## config.mk

```make
export PLATFORM = sky130hd
export DESIGN_NAME = cfo_rx_top
export DESIGN_NICKNAME = d
export VERILOG_FILES = /design/src/rx_pkg.sv /design/src/sample_if.sv /design/src/cfo_ctrl.sv /design/src/nco_lut.sv /design/src/cplx_rotator.sv /design/src/cfo_rx_top.sv
export VERILOG_INCLUDE_DIRS = /design/src /design/src/src
export SDC_FILE = /design/constraint.sdc
export NUM_CORES = 2
export LEC_CHECK = 0
export ABC_AREA = 1
export BUFFER_PORTS_ARGS = -buffer_cell sky130_fd_sc_hd__buf_4
export CAP_MARGIN = 10
export CORE_MARGIN = 10
export CORE_UTILIZATION = 60
export DETAILED_ROUTE_END_ITERATION = 8
export PLACE_DENSITY = 0.87
export SLEW_MARGIN = 20
export SYNTH_ARGS = -nofsm -noshare
export SYNTH_HDL_FRONTEND = slang
export SYNTH_SLANG_ARGS = --single-unit
```

## constraint.sdc

```tcl
create_clock -name clk_i -period 8.1 [get_ports clk_i]
set_input_delay 0.81 -clock clk_i [delete_from_list [all_inputs] [get_ports clk_i]]
set_output_delay 0.81 -clock clk_i [all_outputs]
set_load 0.01 [all_outputs]
```

## src/rx_config.svh

```systemverilog
`ifndef RX_CONFIG_SVH
`define RX_CONFIG_SVH

// ----------------------------------------
// sample datapath
// ----------------------------------------

// one I or Q component
`define RX_IQ_DW 16

// running sample id, wraps around
`define RX_ID_DW 16

// ----------------------------------------
// nco
// ----------------------------------------

// phase accumulator and cfo increment
`define RX_PHASE_DW 20

// table index is the top phase bits
`define RX_LUT_AW 6

// table amplitude is 2**RX_LUT_SHIFT
`define RX_LUT_SHIFT 14

`endif

```

## src/rx_pkg.sv

```systemverilog
`include "rx_config.svh"

package rx_pkg;

    // ----------------------------------------
    // datapath types
    // ----------------------------------------

    // signed I or Q component
    typedef logic signed [`RX_IQ_DW-1:0] iq_t;

    // phase and cfo increment
    // one full turn is 2**RX_PHASE_DW
    typedef logic [`RX_PHASE_DW-1:0] phase_t;

    // tag of an accepted sample
    typedef logic [`RX_ID_DW-1:0] sample_id_t;

    // ----------------------------------------
    // control
    // ----------------------------------------

    // manual mode holds increment and phase at zero
    typedef enum logic {
        CFO_AUTO   = 1'b0,
        CFO_MANUAL = 1'b1
    } cfo_mode_t;

endpackage

```

## src/sample_if.sv

```systemverilog
`timescale 1ns/1ps

// one tagged I/Q sample between pipeline stages
interface sample_if;

    rx_pkg::iq_t        i;
    rx_pkg::iq_t        q;
    rx_pkg::sample_id_t id;

    // one-cycle strobe per sample, no ready
    logic               valid;

    // producing stage
    modport src (
        output i,
        output q,
        output id,
        output valid
    );

    // consuming stage
    modport dst (
        input  i,
        input  q,
        input  id,
        input  valid
    );

endinterface

```

## src/cfo_ctrl.sv

```systemverilog
`timescale 1ns/1ps

module cfo_ctrl (
    input  logic           clk_i,
    input  logic           reset_ni,

    input  rx_pkg::iq_t    in_i_i,
    input  rx_pkg::iq_t    in_q_i,
    input  logic           in_valid_i,

    input  rx_pkg::phase_t cfo_step_i,
    input  logic           cfo_step_valid_i,
    input  logic           manual_mode_i,

    sample_if.src          ctrl_s,
    output rx_pkg::phase_t phase_o,
    output rx_pkg::phase_t cfo_inc_o
);

    rx_pkg::cfo_mode_t  mode_q;
    rx_pkg::phase_t     phase_acc;
    rx_pkg::sample_id_t id_cnt;

    // ----------------------------------------
    // mode and nco control
    // ----------------------------------------

    always_ff @(posedge clk_i) begin
        if (!reset_ni) begin
            mode_q <= rx_pkg::CFO_AUTO;
        end else begin
            mode_q <= manual_mode_i ? rx_pkg::CFO_MANUAL : rx_pkg::CFO_AUTO;
        end
    end

    // steps are relative to the current increment
    always_ff @(posedge clk_i) begin
        if (!reset_ni) begin
            cfo_inc_o <= '0;
            phase_acc <= '0;
        end else if (mode_q == rx_pkg::CFO_MANUAL) begin
            cfo_inc_o <= '0;
            phase_acc <= '0;
        end else begin
            if (cfo_step_valid_i) begin
                cfo_inc_o <= cfo_inc_o - cfo_step_i;
            end
            if (in_valid_i) begin
                phase_acc <= phase_acc + cfo_inc_o;
            end
        end
    end

    // accepted sample counter
    always_ff @(posedge clk_i) begin
        if (!reset_ni) begin
            id_cnt <= '0;
        end else if (in_valid_i) begin
            id_cnt <= id_cnt + 1'b1;
        end
    end

    // ----------------------------------------
    // sample register
    // ----------------------------------------

    // phase before this sample's update
    always_ff @(posedge clk_i) begin
        if (!reset_ni) begin
            ctrl_s.valid <= 1'b0;
            phase_o      <= '0;
        end else begin
            ctrl_s.valid <= in_valid_i;
            if (in_valid_i) begin
                phase_o <= (mode_q == rx_pkg::CFO_MANUAL) ? '0 : phase_acc;
            end
        end
    end

    always_ff @(posedge clk_i) begin
        if (in_valid_i) begin
            ctrl_s.i  <= in_i_i;
            ctrl_s.q  <= in_q_i;
            ctrl_s.id <= id_cnt;
        end
    end

    manual_zeroes_phase: assert property (
        @(posedge clk_i) disable iff (!reset_ni)
        mode_q == rx_pkg::CFO_MANUAL |=> phase_acc == '0
    ) else $error("phase not cleared in manual cfo mode");

endmodule

```

## src/nco_lut.sv

```systemverilog
`timescale 1ns/1ps
`include "rx_config.svh"

module nco_lut (
    input  logic           clk_i,
    input  logic           reset_ni,

    input  rx_pkg::phase_t phase_i,
    sample_if.dst          ctrl_s,

    sample_if.src          lut_s,
    output rx_pkg::iq_t    cos_o,
    output rx_pkg::iq_t    sin_o
);

    localparam int  LUT_LEN = 1 << `RX_LUT_AW;
    localparam real TWO_PI  = 6.283185307179586;
    localparam real AMP     = real'(1 << `RX_LUT_SHIFT);

    // int cast rounds to nearest
    function automatic rx_pkg::iq_t lut_entry(input int k, input bit want_sin);
        real angle;
        real value;
        angle = TWO_PI * real'(k) / real'(LUT_LEN);
        value = want_sin ? AMP * $sin(angle) : AMP * $cos(angle);
        return rx_pkg::iq_t'(int'(value));
    endfunction

    rx_pkg::iq_t           cos_lut [LUT_LEN];
    rx_pkg::iq_t           sin_lut [LUT_LEN];
    logic [`RX_LUT_AW-1:0] lut_addr;

    // ----------------------------------------
    // table, fixed at elaboration
    // ----------------------------------------

    for (genvar k = 0; k < LUT_LEN; k++) begin : g_lut
        localparam rx_pkg::iq_t COS_K = lut_entry(k, 1'b0);
        localparam rx_pkg::iq_t SIN_K = lut_entry(k, 1'b1);

        assign cos_lut[k] = COS_K;
        assign sin_lut[k] = SIN_K;
    end

    // coarse phase, lower bits dropped
    assign lut_addr = phase_i[`RX_PHASE_DW-1 -: `RX_LUT_AW];

    // ----------------------------------------
    // output register
    // ----------------------------------------

    always_ff @(posedge clk_i) begin
        if (!reset_ni) begin
            lut_s.valid <= 1'b0;
        end else begin
            lut_s.valid <= ctrl_s.valid;
        end
    end

    always_ff @(posedge clk_i) begin
        if (ctrl_s.valid) begin
            cos_o    <= cos_lut[lut_addr];
            sin_o    <= sin_lut[lut_addr];
            lut_s.i  <= ctrl_s.i;
            lut_s.q  <= ctrl_s.q;
            lut_s.id <= ctrl_s.id;
        end
    end

endmodule

```

## src/cplx_rotator.sv

```systemverilog
`timescale 1ns/1ps
`include "rx_config.svh"

module cplx_rotator (
    input  logic               clk_i,
    input  logic               reset_ni,

    sample_if.dst              lut_s,
    input  rx_pkg::iq_t        cos_i,
    input  rx_pkg::iq_t        sin_i,

    output rx_pkg::iq_t        out_i_o,
    output rx_pkg::iq_t        out_q_o,
    output rx_pkg::sample_id_t out_id_o,
    output logic               out_valid_o
);

    // full product plus one bit for the sum
    localparam int PROD_DW = 2 * `RX_IQ_DW + 1;

    logic signed [PROD_DW-1:0] re_full;
    logic signed [PROD_DW-1:0] im_full;
    logic signed [PROD_DW-1:0] re_scaled;
    logic signed [PROD_DW-1:0] im_scaled;

    // ----------------------------------------
    // complex multiply
    // ----------------------------------------

    // (i + jq) * (cos + jsin)
    always_comb begin
        re_full = lut_s.i * cos_i - lut_s.q * sin_i;
        im_full = lut_s.i * sin_i + lut_s.q * cos_i;
    end

    // remove table gain
    assign re_scaled = re_full >>> `RX_LUT_SHIFT;
    assign im_scaled = im_full >>> `RX_LUT_SHIFT;

    // ----------------------------------------
    // output register
    // ----------------------------------------

    always_ff @(posedge clk_i) begin
        if (!reset_ni) begin
            out_valid_o <= 1'b0;
        end else begin
            out_valid_o <= lut_s.valid;
        end
    end

    // truncated to the sample width
    always_ff @(posedge clk_i) begin
        if (lut_s.valid) begin
            out_i_o  <= re_scaled[`RX_IQ_DW-1:0];
            out_q_o  <= im_scaled[`RX_IQ_DW-1:0];
            out_id_o <= lut_s.id;
        end
    end

    // id must stay with its sample across the stage
    valid_follows_lut: assert property (
        @(posedge clk_i) disable iff (!reset_ni)
        lut_s.valid |=> out_valid_o && out_id_o == $past(lut_s.id)
    ) else $error("rotator output lost or mistagged a sample");

    no_spurious_valid: assert property (
        @(posedge clk_i) disable iff (!reset_ni)
        !lut_s.valid |=> !out_valid_o
    ) else $error("rotator output valid without input sample");

endmodule

```

## src/cfo_rx_top.sv

```systemverilog
`timescale 1ns/1ps

module cfo_rx_top (
    input  logic               clk_i,
    input  logic               reset_ni,

    // baseband samples
    input  rx_pkg::iq_t        in_i_i,
    input  rx_pkg::iq_t        in_q_i,
    input  logic               in_valid_i,

    // cfo control
    input  rx_pkg::phase_t     cfo_step_i,
    input  logic               cfo_step_valid_i,
    input  logic               manual_mode_i,

    // corrected samples
    output rx_pkg::iq_t        out_i_o,
    output rx_pkg::iq_t        out_q_o,
    output rx_pkg::sample_id_t out_id_o,
    output logic               out_valid_o,

    output rx_pkg::phase_t     cfo_inc_o
);

    rx_pkg::phase_t phase;
    rx_pkg::iq_t    lut_cos;
    rx_pkg::iq_t    lut_sin;

    sample_if ctrl_s ();
    sample_if lut_s ();

    // ----------------------------------------
    // three stage pipeline
    // ----------------------------------------

    cfo_ctrl cfo_ctrl_inst (
        .clk_i            (clk_i),
        .reset_ni         (reset_ni),
        .in_i_i           (in_i_i),
        .in_q_i           (in_q_i),
        .in_valid_i       (in_valid_i),
        .cfo_step_i       (cfo_step_i),
        .cfo_step_valid_i (cfo_step_valid_i),
        .manual_mode_i    (manual_mode_i),
        .ctrl_s           (ctrl_s.src),
        .phase_o          (phase),
        .cfo_inc_o        (cfo_inc_o)
    );

    nco_lut nco_lut_inst (
        .clk_i    (clk_i),
        .reset_ni (reset_ni),
        .phase_i  (phase),
        .ctrl_s   (ctrl_s.dst),
        .lut_s    (lut_s.src),
        .cos_o    (lut_cos),
        .sin_o    (lut_sin)
    );

    cplx_rotator cplx_rotator_inst (
        .clk_i       (clk_i),
        .reset_ni    (reset_ni),
        .lut_s       (lut_s.dst),
        .cos_i       (lut_cos),
        .sin_i       (lut_sin),
        .out_i_o     (out_i_o),
        .out_q_o     (out_q_o),
        .out_id_o    (out_id_o),
        .out_valid_o (out_valid_o)
    );

endmodule

```

---- Word level (Yosys, flattened, before mapping) ----
Memories as Yosys holds them, arrays and structs flattened. A register that Yosys moved wholly into a read port is not among the register bits.
Index checks and enable logic that the tools add are counted.
word-level totals
  register bits ........................... 224
  memory bits (read-only) ................. 2048
  input bits .............................. 57
  logic and storage cells ................. 33
  memories kept ........................... 2
cells by class
  add/subtract/negate cells ............... 5
  multipliers ............................. 4
  muxes and demuxes ....................... 2
  bitwise gates (word level) .............. 2
  reduce and logical (&&, ||, !) cells .... 1
memory list
  memory            depth  width  read ports  clocked after Yosys merged registers in  wr ports  RTL line       source
  (name not given)  64     16     1           1                                        0         nco_lut.sv:63  sin_o <= sin_lut[lut_addr];
  (name not given)  64     16     1           1                                        0         nco_lut.sv:62  cos_o <= cos_lut[lut_addr];
operator list
  cell                                           number
  multiplier 16 x 16 -> 30 bit                   4
  adder 30 bit                                   1
  subtractor 30 bit                              1
  adder 20 bit                                   1
  2-to-1 mux 20 bit                              1
  subtractor 20 bit                              1
  adder 16 x 1 -> 16 bit, second input constant  1
  inverter 6 -> 7 bit                            1
  OR reduction 2 bit                             1
  2-to-1 mux 1 bit                               1
  inverter 1 bit                                 1

---- Longest topological paths before layout ----
  depth in word-level cells ............... 2
  gate-level depth with buffers ........... 31
  depth with buffers taken out ............ 29

---- Cells and area by module ----
Synthesis repeated with hierarchy kept, for this count alone.
second synthesis, totals
  cells, all modules ...................... 6496
  area total of the unflattened synthesis .. 52549.1 sq um
modules (own cells, without submodules)
  module        instances  cells each  area an instance (sq um)  sequential area each (sq um)
  cplx_rotator  1          5074        41204.5                   1461.4
  cfo_ctrl      1          897         6769.0                    3002.9
  nco_lut       1          525         4575.6                    2422.3

---- Least setup slack after synthesis ----
Ideal clock, no wire load.
  path kind ............................... reg2reg
  from .................................... register nco_lut_inst.lut_s.q[15]
  to ...................................... register cplx_rotator_inst.out_i_o[14] (data pin)
  library setup time ...................... 252 ps
  arrival time ............................ 6792 ps
  data required time ...................... 7848 ps
  slack ................................... 1055 ps
  cell stages (with the launch flop) ...... 27
  path buffers ............................ 2
  cells stage by stage .................... edfxtp_1 clkbuf_1 buf_1 nand2_1 inv_1 fa_1 inv_1 fa_1 fa_1 fa_1 inv_1 fa_1 inv_1 fa_1 fa_1 inv_1 fa_1 inv_1 ha_1 a21oi_1 inv_1 a21oi_1 nor2_1 nor4_1 nand2_1 nand2_1 nand2_1
on the way
  cells in the longest elaborated chain, start to end .. 2
ends and longest elaborated chain
  item                                     RTL line            source
  start, declared                          sample_if.sv:16     output q,
  multiplier 16 x 16 -> 30 bit             cplx_rotator.sv:32  re_full = lut_s.i * cos_i - lut_s.q * sin_i;
  subtractor 30 bit                        cplx_rotator.sv:32
  named net cplx_rotator_inst.re_full[28]  cplx_rotator.sv:21  logic signed [PROD_DW-1:0] re_full;
  end signal, assigned                     cplx_rotator.sv:55  out_i_o <= re_scaled[`RX_IQ_DW-1:0];
  end, declared                            cplx_rotator.sv:12  output rx_pkg::iq_t out_i_o,
The timed path passes the listed nets, and every way through them passes these cells.
A chain may end at the register's enable or synchronous reset.

---- Final worst setup path ----
  from .................................... register nco_lut_inst.lut_s.i[2]
  to ...................................... register cplx_rotator_inst.out_i_o[10] (data pin)
on the way
  cells in the longest elaborated chain, start to end .. 2
ends and longest elaborated chain
  item                                     RTL line            source
  start, declared                          sample_if.sv:15     output i,
  multiplier 16 x 16 -> 30 bit             cplx_rotator.sv:32
  subtractor 30 bit                        cplx_rotator.sv:32
  named net cplx_rotator_inst.re_full[24]  cplx_rotator.sv:21
The timed path passes the listed nets, and every way through them passes these cells.

==> impl_metrics.ini <==
[run_status]
outcome = completed

[yosys]
synth_area_leaders = fa_1 (43%), inv_1 (15%), nand2_1 (11%), edfxtp_1 (10%), ha_1 (8.1%)
synthDominantAreaCellType = fa_1
ys_async_sr_fraction_pct = 0
synth_edf_count = 176
mappedNetlistArea_um2 = 51100
yosys.cell_types.count = 50
ys_ff_latch = 242
syn_nets = 7716
syn_area_per_cell_um2 = 8.20
synth_top_area_share_pct = 42.5
syn-instance-count = 6240
number_of_warning_messages_in_the_yosys_log = 0
synth_ff_type = edfxtp_1
synth.yosys.seq_area_share_pct = 12.9

[cells_and_area]
mostFrequentLayoutCell = inv_1
drive_above_1_share_pct = 5.01
fillerInstances = 6626
mostFrequentLayoutCells = inv_1 (1,992), nand2_1 (1,503), fa_1 (1,086), ha_1 (333), nor2_1 (230)
area_growth_syn_to_layout_pct = 6.88
finalInstanceArea_um2 = 54700
post-route-util_pct = 64.4
fin_nets = 7758
post_layout_nonfiller_instances = 7448

[sta]
final.setup_skew_ns = 0.0168
max_slew.worst_pin.slew_ns = 1.30
timing.max_slew.rel_slack_pct = 13.3
finalCriticalPeriod_ns = 7.83
part_of_the_cycle_the_worst_path_needs_pct = 96.7
timing.fmax_mhz = 128
rsz0062_at_grt = no
setup_viol_count_final = 0
final.setup.tns_ns = 0
timing.final.max_slew_violations = 0
hold_viol_final = 0

[worst_setup_path]
timing.critical_path.slowest_stage_cell = edfxtp_1
startpoint_to_endpoint_class_of_the_critical_path = reg2reg
max_stage_delay_ns = 1.21
rr_worst_depth = 20
crit_fanout = 20
cp_cell_sequence = nand2_1, fa_1, fa_1, fa_1, inv_1, fa_1, fa_1, fa_1, fa_1, inv_1, fa_1, inv_1, ha_1, nand2_1, nor4_2, nand3_1, nand3_1, nand2_1, nand2_1, xor2_1
critical_path_arrival_ns = 8.30
timing.critical_path.required_ns = 8.57
worstSetupEndpointType = flip-flop
setup.worst_path.start_class = flip-flop
crit_path_most_repeated_cell = fa_1

[place]
dp_hpwl_um = 111000
detailed_place.area_um2 = 53500
place.gp.congestion = 0.946
numPortBuffers = 125
dpl.cell_count = 7388

[global_routing]
globalRoute.totalOverflow = 0
grt_first_pass_wirelength_um = 225000
first_global_vias = 44100
track_usage_pct = 28.9
grt_start_max_net_pins = 76
number_of_antenna_violations_at_the_first_check_in_global_routing = 2

[drt]
firstDrtPassIters = 6
drt-initial-drc-count = 3727
avgViaCountPerCell = 5.42
drt_drc_violations_left = 0
count_of_vias_placed_by_the_detailed_router = 40400
route.final.wire_length_um = 138000
route.detailed.wl_per_inst_um = 18.6
ant_nets = 0

[clock_network]
number_of_buffers_inserted_during_clock_tree_synthesis = 30
tritoncts = built
htree_levels = 1
skew_pair_late_insertion_delay_ns = 0.65
cts_resized = 0
post-cts-setup-buffer-count = 0
clockBufferDepth = 3
clk_pin_slew_ns = 0.07
tritoncts_num_sinks = 242
hold_buffers = 0
cts_root_buffer = clkbuf_16

[min_path]
min_delay_path_depth = 1
hp-class = in2reg

[die]
initial_utilization_pct = 60.3
rows = 107
die_y_um = 312
design.core.area_um2 = 84900
num_io_pins = 126
die_area_um2 = 97300
horiz_die_dim_um = 312

[job]
cap_violations = 0
## layer usage
layer | wire, um | track usage [%]
met3 | 14800 | 6.96
met4 | 9870 | 17.0
met5 | 0 | 0
met1 | 48700 | 34.6
met2 | 65000 | 47.3
## flip-flops by register name (all words and copies together) (netlist names)
signal                         count
nco_lut_inst.cos_o                16
nco_lut_inst.lut_s.i              16
nco_lut_inst.lut_s.valid           1
cplx_rotator_inst.out_id_o        16
cfo_ctrl_inst.ctrl_s.q            16
cfo_ctrl_inst.id_cnt              16
cfo_ctrl_inst.phase_o              6
cfo_ctrl_inst.ctrl_s.id           16
cplx_rotator_inst.out_valid_o      1
cplx_rotator_inst.out_i_o         16
cfo_ctrl_inst.phase_acc           20
nco_lut_inst.lut_s.id             16
nco_lut_inst.sin_o                16
cfo_ctrl_inst.mode_q               1
cfo_ctrl_inst.cfo_inc_o           20
cplx_rotator_inst.out_q_o         16
nco_lut_inst.lut_s.q              16
cfo_ctrl_inst.ctrl_s.valid         1
cfo_ctrl_inst.ctrl_s.i            16
## cells in the mapped netlist (4+ instances only)
cell	n
o2111ai_1	14
o21bai_1	7
nor2_1	231
edfxtp_1	176
o211ai_1	9
buf_2	5
nand4_1	27
buf_1	9
xor2_1	46
inv_1	1992
nor3_1	21
o31ai_1	4
fa_1	1086
nand3b_1	5
o22ai_1	11
xnor2_1	24
dfxtp_1	66
a21oi_1	123
nor4_1	7
clkbuf_1	210
ha_1	333
nand2_1	1503
a21o_1	16
nand3_1	109
a31oi_1	15
o21ai_1	8
o21ai_0	124
nor2_2	4
or2_2	11
o221ai_1	4
o21a_1	4
## cells by family (layout without fill, tap and decap cells)
group                      after synthesis  after routing  share of synthesized area [%]
buffers and inverters                 2222           2285                           16.3
other                                    0              1                              0
adders and majority gates             1419           1419                           50.7
and+or+nand+nor                       1928           1928                           14.8
AOI/OAI and AO/OA                      359            359                           4.06
xor gates and xnor gates                70             70                           1.20
DFF                                    242            242                           12.9
## metrics by stage
stage | setup WS [ns] | hold WS [ns]
finish | 0.270 | 0.338
global route | 0.0298 | 0.321
CTS | 0.277 | 0.306
detailed placement | 0.283 | 0.405
global placement | 0.341 | 0.400
floorplan | 1.06 | 0.400
## final cells by class
class                      instances  area (um^2)  share of cell area, %
clock inverter                    18          204                  0.373
tap                             1144         1430                   2.62
antenna                            1         2.50                0.00458
inverter                        1997         7500                   13.7
sequential                       242         6610                   12.1
clock buffer                      35          811                   1.48
multi-input combinational       3776        36200                   66.2
timing repair buffer             235         1910                   3.49
## critical path, delay by kind of cell, from the launching register on
kind | cells | cell delay (ns)
flops | 1 | 1.21
xor+xnor | 1 | 0.22
buf+inv | 3 | 0.14
fa+ha+maj | 9 | 4.50
simple gates | 7 | 1.54
## worst paths after layout
| kind | from | to | slack [ns] |
|---|---|---|---|
| hold reg to reg | cfo_ctrl_inst.ctrl_s.id[9] | nco_lut_inst.lut_s.id[9] | 0.42 |
| setup / recovery | nco_lut_inst.lut_s.i[2] | cplx_rotator_inst.out_i_o[10] | 0.27 |
| hold / removal | in_i_i[1] | cfo_ctrl_inst.ctrl_s.i[1] | 0.34 |
| setup reg to reg | nco_lut_inst.lut_s.i[2] | cplx_rotator_inst.out_i_o[10] | 0.27 |
Power is not shown: default switching activity piles up to over one toggle a cycle in this logic, so the estimate is an artifact.
